## src/verilog/periph_cfg.svh

```systemverilog
/* Build-time settings of the peripheral block. UART_DIV must come out as a
   whole number of at least 4 clocks per bit. The window must fit in 5 bits. */

`ifndef PERIPH_CFG_SVH
`define PERIPH_CFG_SVH

// First bus address of the peripheral window.
`define PERIPH_BASE_ADDR 8'hEE

// Number of byte registers in the window.
`define PERIPH_WINDOW 18

// System clock in Hz.
`define CLK_FREQ 1000000

// Fixed UART line rate.
`define UART_BAUD 62500

// Clocks per UART bit.
`define UART_DIV (`CLK_FREQ / `UART_BAUD)

`endif
```

## src/verilog/periph_pkg.sv

```systemverilog
/* Register map and UART state encoding shared by all peripherals.
   Offsets are relative to the window base. */

package periph_pkg;

    // Register offsets inside the window.
    typedef enum logic [4:0] {
        EXTI_MASK  = 5'd0,
        EXTI_PEND  = 5'd1,
        EXTI_SOFT  = 5'd2,
        GPI_LO     = 5'd3,
        GPI_HI     = 5'd4,
        GPO_LO     = 5'd5,
        GPO_HI     = 5'd6,
        GPIE_LO    = 5'd7,
        GPIE_HI    = 5'd8,
        GPRISE_LO  = 5'd9,
        GPRISE_HI  = 5'd10,
        TMR_PRESC  = 5'd11,
        TMR_RELOAD = 5'd12,
        TMR_CTRL   = 5'd13,
        UART_TX    = 5'd14,
        UART_RX    = 5'd15,
        UART_STAT  = 5'd16,
        UART_CTRL  = 5'd17
    } reg_off_e;

    // Shared by the transmit and the receive machine.
    typedef enum logic [1:0] {
        IDLE,
        START,
        DATA,
        STOP
    } uart_state_e;

endpackage

```

## src/verilog/periph_bus_if.sv

```systemverilog
/* Decoded bus access inside the block. sel already includes the window check,
   so a peripheral only compares the offset. */
`timescale 1ns/1ns

interface periph_bus_if;

    logic       sel;
    logic [4:0] offset;
    logic [7:0] wdata;
    logic       we;

    // Address decoder side.
    modport host (
        output sel, offset, wdata, we
    );

    // Peripheral side.
    modport dev (
        input sel, offset, wdata, we
    );

endinterface

```

## src/verilog/periph_minimal.sv

```systemverilog
/* Peripheral window of PERIPH_WINDOW bytes from PERIPH_BASE_ADDR on an 8-bit bus.
   Reads are combinational; writes land on the next rising clock edge. */
`timescale 1ns/1ns
`include "periph_cfg.svh"

module periph_minimal (
    input  logic        clk,
    input  logic        rst_n,
    input  logic        enable,
    input  logic [7:0]  addr,
    input  logic [7:0]  data_in,
    output logic [7:0]  data_out,
    input  logic        write_en,
    output logic [3:0]  ext_int,
    input  logic [15:0] gpi,
    output logic [15:0] gpo,
    input  logic        rx,
    output logic        tx
);

    logic [8:0] addr_rel;
    logic [7:0] rd_exti, rd_gpio, rd_timer, rd_uart;
    logic       irq_gpio, irq_timer, irq_uart;

    periph_bus_if bus ();

    ////////////////////////////////////////
    // Window decode.
    // Nine bits so the window may end at the top of the address space.
    assign addr_rel = {1'b0, addr} - {1'b0, `PERIPH_BASE_ADDR};

    assign bus.sel    = enable && (addr_rel < 9'(`PERIPH_WINDOW));
    assign bus.offset = addr_rel[4:0];
    assign bus.wdata  = data_in;
    assign bus.we     = write_en;

    assign data_out = rd_exti | rd_gpio | rd_timer | rd_uart;

    periph_exti u_exti (
        .clk(clk), .rst_n(rst_n), .bus(bus), .rdata(rd_exti),
        .gpio_irq(irq_gpio), .timer_irq(irq_timer), .uart_irq(irq_uart),
        .cpu_int(ext_int)
    );

    periph_gpio u_gpio (
        .clk(clk), .rst_n(rst_n), .bus(bus), .rdata(rd_gpio),
        .irq(irq_gpio), .gpi(gpi), .gpo(gpo)
    );

    periph_timer u_timer (
        .clk(clk), .rst_n(rst_n), .bus(bus), .rdata(rd_timer),
        .irq(irq_timer)
    );

    periph_uart u_uart (
        .clk(clk), .rst_n(rst_n), .bus(bus), .rdata(rd_uart),
        .irq(irq_uart), .rx(rx), .tx(tx)
    );

    // Offsets of the peripherals never overlap.
    a_one_reader: assert property (@(posedge clk) disable iff (!rst_n)
        $onehot0({|rd_exti, |rd_gpio, |rd_timer, |rd_uart}));

endmodule

```

## src/verilog/periph_uart.sv

```systemverilog
/* 8N1 only, one byte each way, no parity and no framing check.
   A byte received while rx-valid is still set overwrites the old one. */
`timescale 1ns/1ns
`include "periph_cfg.svh"

module periph_uart
    import periph_pkg::*;
(
    input  logic       clk,
    input  logic       rst_n,
    periph_bus_if.dev  bus,
    output logic [7:0] rdata,
    output logic       irq,
    input  logic       rx,
    output logic       tx
);

    localparam int BCW = $clog2(`UART_DIV);
    localparam logic [BCW-1:0] BIT_LAST = BCW'(`UART_DIV - 1);
    localparam logic [BCW-1:0] BIT_HALF = BCW'(`UART_DIV / 2 - 1);

    uart_state_e    tx_state;
    uart_state_e    rx_state;
    logic [BCW-1:0] tx_baud;
    logic [BCW-1:0] rx_baud;
    logic [2:0]     tx_bit;
    logic [2:0]     rx_bit;
    logic [7:0]     tx_shift;
    logic [7:0]     rx_shift;
    logic [7:0]     rx_data;
    logic           rx_valid;
    logic [1:0]     ctrl_q;
    logic           rx_s1, rx_s2, rx_s3;
    logic           tx_done;
    logic           rx_done;
    logic           wr;
    logic           rx_read;

    assign wr      = bus.sel && bus.we;
    assign rx_read = bus.sel && !bus.we && bus.offset == UART_RX;
    assign tx_done = tx_state == STOP && tx_baud == BIT_LAST;
    assign rx_done = rx_state == STOP && rx_baud == BIT_LAST;

    ////////////////////////////////////////
    // Transmitter.
    always_ff @(posedge clk or negedge rst_n)
    begin
        if (!rst_n)
        begin
            tx_state <= IDLE;
            tx_baud  <= '0;
            tx_bit   <= 3'd0;
            tx_shift <= 8'h00;
            tx       <= 1'b1;
        end
        else
        begin
            tx_baud <= (tx_state == IDLE || tx_baud == BIT_LAST) ? '0 : tx_baud + 1'b1;
            case (tx_state)
                IDLE:
                    if (wr && bus.offset == UART_TX)
                    begin
                        tx_shift <= bus.wdata;
                        tx       <= 1'b0;
                        tx_state <= START;
                    end
                START:
                    if (tx_baud == BIT_LAST)
                    begin
                        tx       <= tx_shift[0];
                        tx_bit   <= 3'd0;
                        tx_state <= DATA;
                    end
                DATA:
                    if (tx_baud == BIT_LAST)
                    begin
                        tx_shift <= tx_shift >> 1;
                        tx_bit   <= tx_bit + 3'd1;
                        tx       <= (tx_bit == 3'd7) ? 1'b1 : tx_shift[1];
                        if (tx_bit == 3'd7)
                            tx_state <= STOP;
                    end
                STOP:
                    if (tx_done)
                        tx_state <= IDLE;
                default: tx_state <= IDLE;
            endcase
        end
    end

    ////////////////////////////////////////
    // Receiver, sampling at mid-bit.
    always_ff @(posedge clk or negedge rst_n)
    begin
        if (!rst_n)
        begin
            rx_s1    <= 1'b1;
            rx_s2    <= 1'b1;
            rx_s3    <= 1'b1;
            rx_state <= IDLE;
            rx_baud  <= '0;
            rx_bit   <= 3'd0;
            rx_shift <= 8'h00;
            rx_data  <= 8'h00;
            rx_valid <= 1'b0;
        end
        else
        begin
            rx_s1 <= rx;
            rx_s2 <= rx_s1;
            rx_s3 <= rx_s2;
            rx_baud <= (rx_state == IDLE || rx_baud == BIT_LAST) ? '0 : rx_baud + 1'b1;
            if (rx_read)
                rx_valid <= 1'b0;
            case (rx_state)
                IDLE:
                    if (rx_s3 && !rx_s2)
                        rx_state <= START;
                START:
                    // Half a bit in, so later samples land mid-bit.
                    if (rx_baud == BIT_HALF)
                    begin
                        rx_baud  <= '0;
                        rx_bit   <= 3'd0;
                        rx_state <= rx_s2 ? IDLE : DATA;
                    end
                DATA:
                    if (rx_baud == BIT_LAST)
                    begin
                        rx_shift <= {rx_s2, rx_shift[7:1]};
                        rx_bit   <= rx_bit + 3'd1;
                        if (rx_bit == 3'd7)
                            rx_state <= STOP;
                    end
                STOP:
                    if (rx_done)
                    begin
                        rx_data  <= rx_shift;
                        rx_valid <= 1'b1;
                        rx_state <= IDLE;
                    end
                default: rx_state <= IDLE;
            endcase
        end
    end

    always_ff @(posedge clk or negedge rst_n)
    begin
        if (!rst_n)
        begin
            ctrl_q <= 2'b00;
            irq    <= 1'b0;
        end
        else
        begin
            if (wr && bus.offset == UART_CTRL)
                ctrl_q <= bus.wdata[1:0];
            irq <= (rx_done && ctrl_q[0]) || (tx_done && ctrl_q[1]);
        end
    end

    always_comb
    begin
        rdata = 8'h00;
        if (bus.sel)
        begin
            case (bus.offset)
                UART_RX:   rdata = rx_data;
                UART_STAT: rdata = {6'b000000, rx_valid, tx_state != IDLE};
                UART_CTRL: rdata = {6'b000000, ctrl_q};
                default:   rdata = 8'h00;
            endcase
        end
    end

    // Line must idle high between frames.
    a_tx_idle_high: assert property (@(posedge clk) disable iff (!rst_n)
        tx_state == IDLE |-> tx);

endmodule

```

## src/verilog/periph_timer.sv

```systemverilog
/* Writing TMR_CTRL bit 0 as 1 (re)starts from the reload value, 0 stops.
   PRESC = 0 with RELOAD = 0 strobes irq on every clock. */
`timescale 1ns/1ns

module periph_timer
    import periph_pkg::*;
(
    input  logic       clk,
    input  logic       rst_n,
    periph_bus_if.dev  bus,
    output logic [7:0] rdata,
    output logic       irq
);

    logic [7:0] presc_q;
    logic [7:0] reload_q;
    logic [7:0] pcnt_q;
    logic [7:0] cnt_q;
    logic       run_q;
    logic       wr;
    logic       ctrl_wr;
    logic       tick;

    assign wr      = bus.sel && bus.we;
    assign ctrl_wr = wr && bus.offset == TMR_CTRL;

    // Compare with >= so a smaller PRESC written mid-count takes effect at once.
    assign tick = run_q && (pcnt_q >= presc_q);
    assign irq  = tick && (cnt_q == 8'h00) && !ctrl_wr;

    always_ff @(posedge clk or negedge rst_n)
    begin
        if (!rst_n)
        begin
            presc_q  <= 8'h00;
            reload_q <= 8'h00;
            pcnt_q   <= 8'h00;
            cnt_q    <= 8'h00;
            run_q    <= 1'b0;
        end
        else
        begin
            if (wr && bus.offset == TMR_PRESC)
                presc_q <= bus.wdata;
            if (wr && bus.offset == TMR_RELOAD)
                reload_q <= bus.wdata;

            if (ctrl_wr)
            begin
                run_q <= bus.wdata[0];
                if (bus.wdata[0])
                begin
                    cnt_q  <= reload_q;
                    pcnt_q <= 8'h00;
                end
            end
            else if (tick)
            begin
                pcnt_q <= 8'h00;
                cnt_q  <= (cnt_q == 8'h00) ? reload_q : cnt_q - 8'd1;
            end
            else if (run_q)
                pcnt_q <= pcnt_q + 8'd1;
        end
    end

    always_comb
    begin
        rdata = 8'h00;
        if (bus.sel)
        begin
            case (bus.offset)
                TMR_PRESC:  rdata = presc_q;
                TMR_RELOAD: rdata = reload_q;
                TMR_CTRL:   rdata = cnt_q;
                default:    rdata = 8'h00;
            endcase
        end
    end

    ////////////////////////////////////////
    // Strobe stays single unless the period is one clock.
    a_irq_single: assert property (@(posedge clk) disable iff (!rst_n)
        irq && !(presc_q == 8'h00 && reload_q == 8'h00) |=> !irq);

endmodule

```

## src/verilog/periph_gpio.sv

```systemverilog
/* 16 inputs sampled by one flop, no synchronizer beyond that.
   GPI reads return the sampled value, not the raw pins. */
`timescale 1ns/1ns

module periph_gpio
    import periph_pkg::*;
(
    input  logic        clk,
    input  logic        rst_n,
    periph_bus_if.dev   bus,
    output logic [7:0]  rdata,
    output logic        irq,
    input  logic [15:0] gpi,
    output logic [15:0] gpo
);

    logic [15:0] gpo_q;
    logic [15:0] gpie_q;
    logic [15:0] gpi_q;
    logic [15:0] rise_q;
    logic [15:0] rise_now;
    logic [15:0] rise_clr;
    logic        wr;

    assign wr = bus.sel && bus.we;

    // Input low in the last sample, high now.
    assign rise_now = gpi & ~gpi_q;

    always_comb
    begin
        rise_clr = 16'h0000;
        if (wr && bus.offset == GPRISE_LO)
            rise_clr[7:0] = bus.wdata;
        if (wr && bus.offset == GPRISE_HI)
            rise_clr[15:8] = bus.wdata;
    end

    always_ff @(posedge clk or negedge rst_n)
    begin
        if (!rst_n)
        begin
            gpo_q  <= 16'h0000;
            gpie_q <= 16'h0000;
            gpi_q  <= 16'h0000;
            rise_q <= 16'h0000;
            irq    <= 1'b0;
        end
        else
        begin
            gpi_q  <= gpi;
            rise_q <= (rise_q & ~rise_clr) | rise_now;
            irq    <= |(rise_now & gpie_q);
            if (wr)
            begin
                case (bus.offset)
                    GPO_LO:  gpo_q[7:0]   <= bus.wdata;
                    GPO_HI:  gpo_q[15:8]  <= bus.wdata;
                    GPIE_LO: gpie_q[7:0]  <= bus.wdata;
                    GPIE_HI: gpie_q[15:8] <= bus.wdata;
                    default: ;
                endcase
            end
        end
    end

    assign gpo = gpo_q;

    always_comb
    begin
        rdata = 8'h00;
        if (bus.sel)
        begin
            case (bus.offset)
                GPI_LO:    rdata = gpi_q[7:0];
                GPI_HI:    rdata = gpi_q[15:8];
                GPO_LO:    rdata = gpo_q[7:0];
                GPO_HI:    rdata = gpo_q[15:8];
                GPIE_LO:   rdata = gpie_q[7:0];
                GPIE_HI:   rdata = gpie_q[15:8];
                GPRISE_LO: rdata = rise_q[7:0];
                GPRISE_HI: rdata = rise_q[15:8];
                default:   rdata = 8'h00;
            endcase
        end
    end

endmodule

```

## src/verilog/periph_exti.sv

```systemverilog
/* Interrupt lines: 0 gpio, 1 timer, 2 uart, 3 software bit.
   A strobe arriving with a clear in the same cycle keeps the bit pending. */
`timescale 1ns/1ns

module periph_exti
    import periph_pkg::*;
(
    input  logic       clk,
    input  logic       rst_n,
    periph_bus_if.dev  bus,
    output logic [7:0] rdata,
    input  logic       gpio_irq,
    input  logic       timer_irq,
    input  logic       uart_irq,
    output logic [3:0] cpu_int
);

    logic [2:0] mask_q;
    logic [2:0] pend_q;
    logic       soft_q;
    logic [2:0] src;
    logic       wr;

    assign src = {uart_irq, timer_irq, gpio_irq};
    assign wr  = bus.sel && bus.we;

    always_ff @(posedge clk or negedge rst_n)
    begin
        if (!rst_n)
        begin
            mask_q <= 3'b000;
            pend_q <= 3'b000;
            soft_q <= 1'b0;
        end
        else
        begin
            if (wr && bus.offset == EXTI_MASK)
                mask_q <= bus.wdata[2:0];
            if (wr && bus.offset == EXTI_SOFT)
                soft_q <= bus.wdata[0];
            // New strobes win over a clear.
            if (wr && bus.offset == EXTI_PEND)
                pend_q <= (pend_q & ~bus.wdata[2:0]) | src;
            else
                pend_q <= pend_q | src;
        end
    end

    assign cpu_int = {soft_q, pend_q & mask_q};

    always_comb
    begin
        rdata = 8'h00;
        if (bus.sel)
        begin
            case (bus.offset)
                EXTI_MASK: rdata = {5'b00000, mask_q};
                EXTI_PEND: rdata = {5'b00000, pend_q};
                EXTI_SOFT: rdata = {7'b0000000, soft_q};
                default:   rdata = 8'h00;
            endcase
        end
    end

    // Pending only rises after a strobe one cycle earlier.
    a_pend_needs_src: assert property (@(posedge clk) disable iff (!rst_n)
        (pend_q & ~$past(pend_q) & ~$past(src)) == 3'b000);

endmodule

```

## config.mk

```make
export PLATFORM = sky130hd
export DESIGN_NAME = periph_minimal
export DESIGN_NICKNAME = d
export VERILOG_FILES = /design/src/verilog/periph_pkg.sv /design/src/verilog/periph_bus_if.sv /design/src/verilog/periph_minimal.sv /design/src/verilog/periph_uart.sv /design/src/verilog/periph_timer.sv /design/src/verilog/periph_gpio.sv /design/src/verilog/periph_exti.sv
export VERILOG_INCLUDE_DIRS = /design/src /design/src/verilog
export SDC_FILE = /design/constraint.sdc
export NUM_CORES = 1
export LEC_CHECK = 0
export BUFFER_PORTS_ARGS = -buffer_cell sky130_fd_sc_hd__clkbuf_2
export CAP_MARGIN = 20
export CORE_ASPECT_RATIO = 1.4
export CORE_UTILIZATION = 55
export CTS_CLUSTER_SIZE = 24
export DETAILED_ROUTE_END_ITERATION = 8
export HOLD_SLACK_MARGIN = 0.02
export PLACE_DENSITY = 0.86
export SYNTH_ARGS = -nofsm -noshare
export SYNTH_HDL_FRONTEND = slang
export SYNTH_HIERARCHICAL = 1
export SYNTH_SLANG_ARGS = --single-unit
```

## constraint.sdc

```tcl
create_clock -name clk -period 3.3 [get_ports clk]
set_clock_uncertainty 0.1 [all_clocks]
set_input_delay 0 -clock clk [delete_from_list [all_inputs] [get_ports clk]]
set_output_delay 0 -clock clk [all_outputs]
set_load 0.03 [all_outputs]
```

==> results of run 1 <==
through the flow:
stage / setup slack (ns) / area [µm²]
floorplan: 0.636 / 8200
global placement: 0.463 / 8640
detailed placement: 0.481 / 8640
CTS: 0.466 / 9500
global route: 0.303 / 9500
finish: 0.430 / 9500
cell families (layout without fill, tap and decap cells):
group	count (synthesis)	count (layout)	synth area share
simple gates	257	257	0.192
flops	155	155	0.474
compound gates	147	147	0.131
fa+ha+maj	22	22	0.0336
other cells	1	5	0.000458
buf+inv	56	157	0.0365
xor+xnor	8	8	0.00856
mux	90	90	0.124
cell type report:
cell class	count	area [µm²]	share of cell area
clock buffer	18	439	0.0462
clock inverter	14	168	0.0176
inverter	27	101	0.0107
multi-input combinational	529	4020	0.423
sequential	155	3880	0.409
tap	189	236	0.0249
timing repair buffer	98	657	0.0691
report_power, final:
part	leakage, nW	internal [W]	total (W)	switching [W]
logic	2.10	0.000410	0.000922	0.000512
clock network	0.292	0.00121	0.00200	0.000791
registers	1.92	0.00207	0.00223	0.000154
metal layers:
metal / vias up / global-route usage
met2: 290 / 0.469
met5: - / 0
met4: 0 / 0.136
li1: 2894 / -
met3: 57 / 0.0612
met1: 3161 / 0.358
worst max-delay path by stage:
stage	startpoint	endpoint	slack, ns	depth (start not counted)
after floorplan	addr[3]	data_out[0]	0.64	7
after global placement	addr[1]	data_out[1]	0.46	9
after detailed placement	addr[1]	data_out[1]	0.48	9
after CTS	addr[1]	data_out[1]	0.47	9
after global routing	addr[1]	data_out[1]	0.30	9
final	addr[1]	data_out[1]	0.43	9
layout by cell type, fill, tap and decap left out, types with 4 or more instances in the layout:
cell type | synthesis | final
clkbuf_2 | 1 | 64
nor2b_1 | 18 | 18
mux2i_1 | 11 | 11
nor2_4 | 4 | 4
or4_1 | 10 | 10
nand2_2 | 5 | 5
a21o_1 | 17 | 17
a31oi_1 | 15 | 15
o22ai_1 | 5 | 5
a2111oi_0 | 7 | 7
and3_1 | 20 | 20
xnor2_1 | 5 | 5
a211oi_1 | 5 | 5
nor2_1 | 38 | 38
dfstp_2 | 4 | 4
buf_4 | 11 | 6
clkbuf_16 | 0 | 17
nand3_1 | 15 | 15
and2_1 | 15 | 15
mux2_1 | 6 | 6
inv_1 | 27 | 27
o21ai_2 | 5 | 5
dfrtp_1 | 151 | 151
o21ai_0 | 26 | 26
nand2_1 | 62 | 62
nor3b_1 | 8 | 8
a21oi_1 | 10 | 10
mux2_2 | 71 | 71
dlygate4sd3_1 | 0 | 26
clkinv_2 | 0 | 4
a22oi_1 | 24 | 24
nor3_1 | 17 | 17
a222oi_1 | 8 | 8
conb_1 | 1 | 5
ha_1 | 22 | 22
sequential cells by signal (all words and copies together) (netlist names), 4 cells and up, named ones only:
register	count
u_timer/presc_q	8
u_timer/cnt_q	8
u_gpio/rise_q	16
u_uart/tx_baud	4
u_uart/rx_baud	4
u_timer/pcnt_q	8
u_timer/reload_q	8
u_gpio/gpie_q	16
u_uart/rx_shift	8
u_gpio/gpi_q	16
u_uart/tx_shift	8
u_gpio/gpo	16
u_uart/rx_data	8
critical path: cells and delay by family:
family,cells,cell delay [ns]
AND/OR/NAND/NOR,3,1.11
XOR/XNOR,1,0.36
buffers and inverters,2,0.31
AO/OA/AOI/OAI,2,0.77
adder cells (fa/ha/maj),1,0.22
what timing repair did:
action / 4_1_cts / 5_1_grt
hold endpoints to repair: 140 / 0
resized for setup: 0 / 0
buffers inserted: 0 / 0
endpoints found under the setup margin: 0 / 0
hold buffers: 26 / 0
==> impl_metrics.yaml, run 1 <==
synth:
  yosys-top-cells-count: "151 x dfrtp_1, 71 x mux2_2, 62 x nand2_1"
  synth-main-ff-cell: "dfrtp_1"
  seq_area_frac_synth: 0.474
  synthArstFlopShare: 1.00
  yosys-top-cells-area: "dfrtp_1 46%, mux2_2 9.8%, ha_1 3.4%, nand2_1 2.8%, a22oi_1 2.2%"
  synth-edff-count: 0
  synthDominantCellAreaShare: 0.462
  synth_top_area_cell: "dfrtp_1"
  synth.ff_latch_count: 155
  syn_avg_cell_area_um2: 11.1
  synth.most_common_cell: "dfrtp_1"
  syn_area_um2: 8190
  syn_inst: 736
  netlist-cell-type-count: 87
  yosys_warnings: 6
status:
  status: "completed"
routing:
  drt-pass1-iter-count: 6
  wl_met2_um: 10200
  drt-met1-wl_um: 8420
  detail_route.wl_per_cell_um: 20.1
  vias: 6402
  vias_per_cell: 6.22
  ant_nets: 0
  drt_iter0_markers: 502
  drc: 0
  wl_um: 20700
  top_layer: "met4"
  wl_met3_um: 1280
timing:
  tightest_slew_ns: 0.767
  post-route-period-util: 0.870
  setup_viol: 0
  report.final.slew_viol_count: 0
  relSlewSlack: 0.485
  finalSetupTns_ns: 0
  holdWs_ns: 0.0375
  hold_viol_final: 0
  fmaxAchievable_ghz: 0.348
  rsz0062_at_grt: "no"
  finalCriticalPeriod_ns: 2.87
power_and_ir_drop:
  design_power_total_w: 0.00515
  leakagePower_nw: 4.31
  ir_drop_v: 0.000570
  p_per_area_nw_per_um2: 542
clocking:
  clk_pin_slew_ns: 0.06
  clock_sinks: 155
  h-tree-depth: 4
  cts.path.max_buffers: 2
  numCtsBuffers: 17
  clk_latency_ns: 0.44
  cts_tree: "yes"
  cts-root-buf: "clkbuf_16"
floorplan:
  dieArea_um2: 15400
  row_count: 52
  die-height_um: 146
  fp.dieW_um: 105
  start_util: 0.564
  io_pins: 66
  core_area_um2: 14500
layout:
  layoutNonFillerInstCount: 1030
  drive_above_1_share: 0.268
  syn2layout_area_growth_pct: 16.1
  nFillCells: 1075
  utilization: 0.655
  finalNetCount: 887
  diodes: 0
setup_path:
  r2r_slack_ns: 0.91
  reg2reg_depth: 7
  crit_required_ns: 3.20
  r2r_start: "u_timer/presc_q[7]$_DFFE_PN0P_"
  path_cells: "clkbuf_2 > ha_1 > xor2_1 > nand4bb_1 > nor3b_1 > a2111oi_0 > a31oi_1 > or4_1 > clkbuf_2"
  crit_path_start_kind: "primary input"
  critical_path_peak_fanout: 8
  worstSetupPathType: "in2out"
  arrival_ns: 2.77
  r2r_end: "u_timer/cnt_q[1]$_DFFE_PN0P_"
  crit_path_frequent_cell: "clkbuf_2"
  slowest_stage: "or4_1"
  critPathMaxStageDelay_ns: 0.61
  cp-end-kind: "output pin"
place:
  numPortBuffers: 65
  place_inst: 972
  gp_congestion: 0.899
  hpwl_um: 14300
global_route:
  grt_max_degree: 87
  grt_usage: 0.285
  overflow: 0
  grt_antenna_before_repair: 0
  grt_pass1_vias: 6351
  grt_first_pass_wirelength_um: 33400
hold_path:
  hold_class: "in2async"
flow_run:
  drv_cap: 0
No activity file was read; power rests on OpenSTA's default activity.
==> run 2, diff against run 1 <==
- BUFFER_PORTS_ARGS: -buffer_cell sky130_fd_sc_hd__clkbuf_2 -> -buffer_cell sky130_fd_sc_hd__buf_4
==> run 2 against run 1 <==
Non-clock buffer count rose by 1; cell count barely moved; critical endpoint is now data_out[3]; highest routed layer unchanged; via count rose by 1.3%; register-to-register slack got worse by 0.10 ns.
==> impl_metrics.yaml, run 2 (same netlist as run 1, synthesis figures left out) <==
layout:
  diodes: 0
  nFillCells: 1059
  layoutNonFillerInstCount: 1031
  syn2layout_area_growth_pct: 18.3
  finalNetCount: 888
  final_cell_mix: "151 x dfrtp_1, 71 x mux2_2, 69 x buf_4"
  drive_above_1_share: 0.264
  mostFrequentLayoutCell: "dfrtp_1"
power_and_ir_drop:
  clock_power_share: 0.392
  switchingPower_w: 0.00147
  seq_power_share: 0.428
  p_comb_frac: 0.180
  leakagePower_nw: 4.36
  p_per_area_nw_per_um2: 538
  ir_drop_v: 0.000349
  swShare: 0.281
  p_int_w: 0.00374
setup_path:
  path_cells: "dlygate4sd3_1 > buf_4 > nand4bb_1 > nor3b_1 > a2111oi_0 > a31oi_1 > or4_1 > buf_4"
  slowest_stage: "or4_1"
  worstSetupPathType: "in2out"
  critPathTopFamily: "simple AND/OR/NAND/NOR gates"
  r2r_start: "u_timer/presc_q[7]$_DFFE_PN0P_"
  critPathBufInv: 3
  reg2reg_depth: 7
  crit_path_frequent_cell: "buf_4"
  cp-end-kind: "output pin"
  crit_path_start_kind: "primary input"
  critical_path_peak_fanout: 36
  r2r_slack_ns: 0.81
  crit_required_ns: 3.20
  arrival_ns: 2.91
  r2r_end: "u_timer/cnt_q[1]$_DFFE_PN0P_"
  critPathMaxStageDelay_ns: 0.62
clocking:
  cts_setup_buffers: 0
  hold_buffers: 28
  clk_pin_slew_ns: 0.06
  cts.path.max_buffers: 2
  clock_sinks: 155
  h-tree-depth: 4
  clk_latency_ns: 0.43
  numCtsBuffers: 17
  cts-root-buf: "clkbuf_16"
  cts_tree: "yes"
  post_cts_resize_count: 0
routing:
  wl_um: 21200
  drc: 0
  ant_nets: 0
  vias_per_cell: 6.29
  drt_iter0_markers: 568
  vias: 6488
  detail_route.wl_per_cell_um: 20.5
  drt-pass1-iter-count: 7
floorplan:
  fp.dieW_um: 105
  row_count: 52
  io_pins: 66
  dieArea_um2: 15400
  core_area_um2: 14500
  start_util: 0.564
  die-height_um: 146
global_route:
  grt_usage: 0.289
  grt_antenna_before_repair: 0
  grt_max_degree: 85
  grt_pass1_vias: 6475
  overflow: 0
  grt_first_pass_wirelength_um: 34000
hold_path:
  hold_class: "in2async"
timing:
  setup_viol: 0
  post-route-period-util: 0.911
  fmaxAchievable_ghz: 0.332
  rsz0062_at_grt: "no"
  hold_viol_final: 0
  tightest_slew_ns: 0.819
  finalSetupTns_ns: 0
  report.final.slew_viol_count: 0
  finalCriticalPeriod_ns: 3.01
  relSlewSlack: 0.452
place:
  place_inst: 971
  hpwl_um: 14300
  numPortBuffers: 65
  gp_congestion: 0.969
flow_run:
  drv_cap: 0
status:
  status: "completed"
## run 2: cell count changes in the layout (fill, tap and decap cells not counted), sizes merged
| cell | before | now |
|---|---|---|
| clkinv | 6 | 0 |
| inv | 29 | 32 |
| dlygate4sd3 | 26 | 28 |
| buf | 8 | 71 |
| clkbuf | 82 | 21 |
## run 2: final cells by class
type / count / area, µm² / share of cell area
multi-input combinational: 529 / 4020 / 0.415
sequential: 155 / 3880 / 0.401
timing repair buffer: 99 / 830 / 0.0856
clock buffer: 21 / 460 / 0.0475
tap: 189 / 236 / 0.0244
clock inverter: 11 / 156 / 0.0161
inverter: 27 / 101 / 0.0105
## run 2: metal layers
layer | up-vias | share of wire | global-route usage | wire length (µm)
met5 | - | 0 | 0 | 0
met4 | 0 | 0.051 | 0.175 | 1080
met3 | 95 | 0.069 | 0.0580 | 1470
met2 | 335 | 0.48 | 0.466 | 10200
met1 | 3162 | 0.40 | 0.358 | 8380
li1 | 2896 | - | - | -
## run 2: how the worst max path moves through the flow
| stage | startpoint | end | slack, ns | cells after the start |
|---|---|---|---|---|
| floorplan | addr[3] | data_out[0] | 0.64 | 7 |
| global placement | addr[1] | data_out[3] | 0.46 | 9 |
| detailed placement | addr[1] | data_out[5] | 0.46 | 9 |
| CTS | addr[0] | data_out[5] | 0.31 | 8 |
| global route | addr[0] | data_out[4] | 0.17 | 8 |
| finish | addr[0] | data_out[3] | 0.29 | 8 |
## run 2: power groups by stage
stage | logic [W] | clock network (W) | registers, W
2_1_floorplan | 0.000688 | 0 | 0.00220
3_3_place_gp | 0.000862 | 0 | 0.00224
3_5_place_dp | 0.000896 | 0 | 0.00226
4_1_cts | 0.000938 | 0.00206 | 0.00223
5_1_grt | 0.00103 | 0.00215 | 0.00225
6_report | 0.000938 | 0.00204 | 0.00223
## run 2: stage by stage
stage	power (W)	util	cell area, µm²	worst slack, ns	hold WS (ns)
after CTS	0.00523	0.668	9690	0.310	0.0747
after global routing	0.00543	0.668	9690	0.175	0.123
final	0.00521	0.668	9690	0.292	0.0579
after detailed placement	0.00315	0.606	8790	0.461	-0.0412
after global placement	0.00311	0.606	8790	0.462	-0.0379
after floorplan	0.00289	-	8200	0.636	-0.396
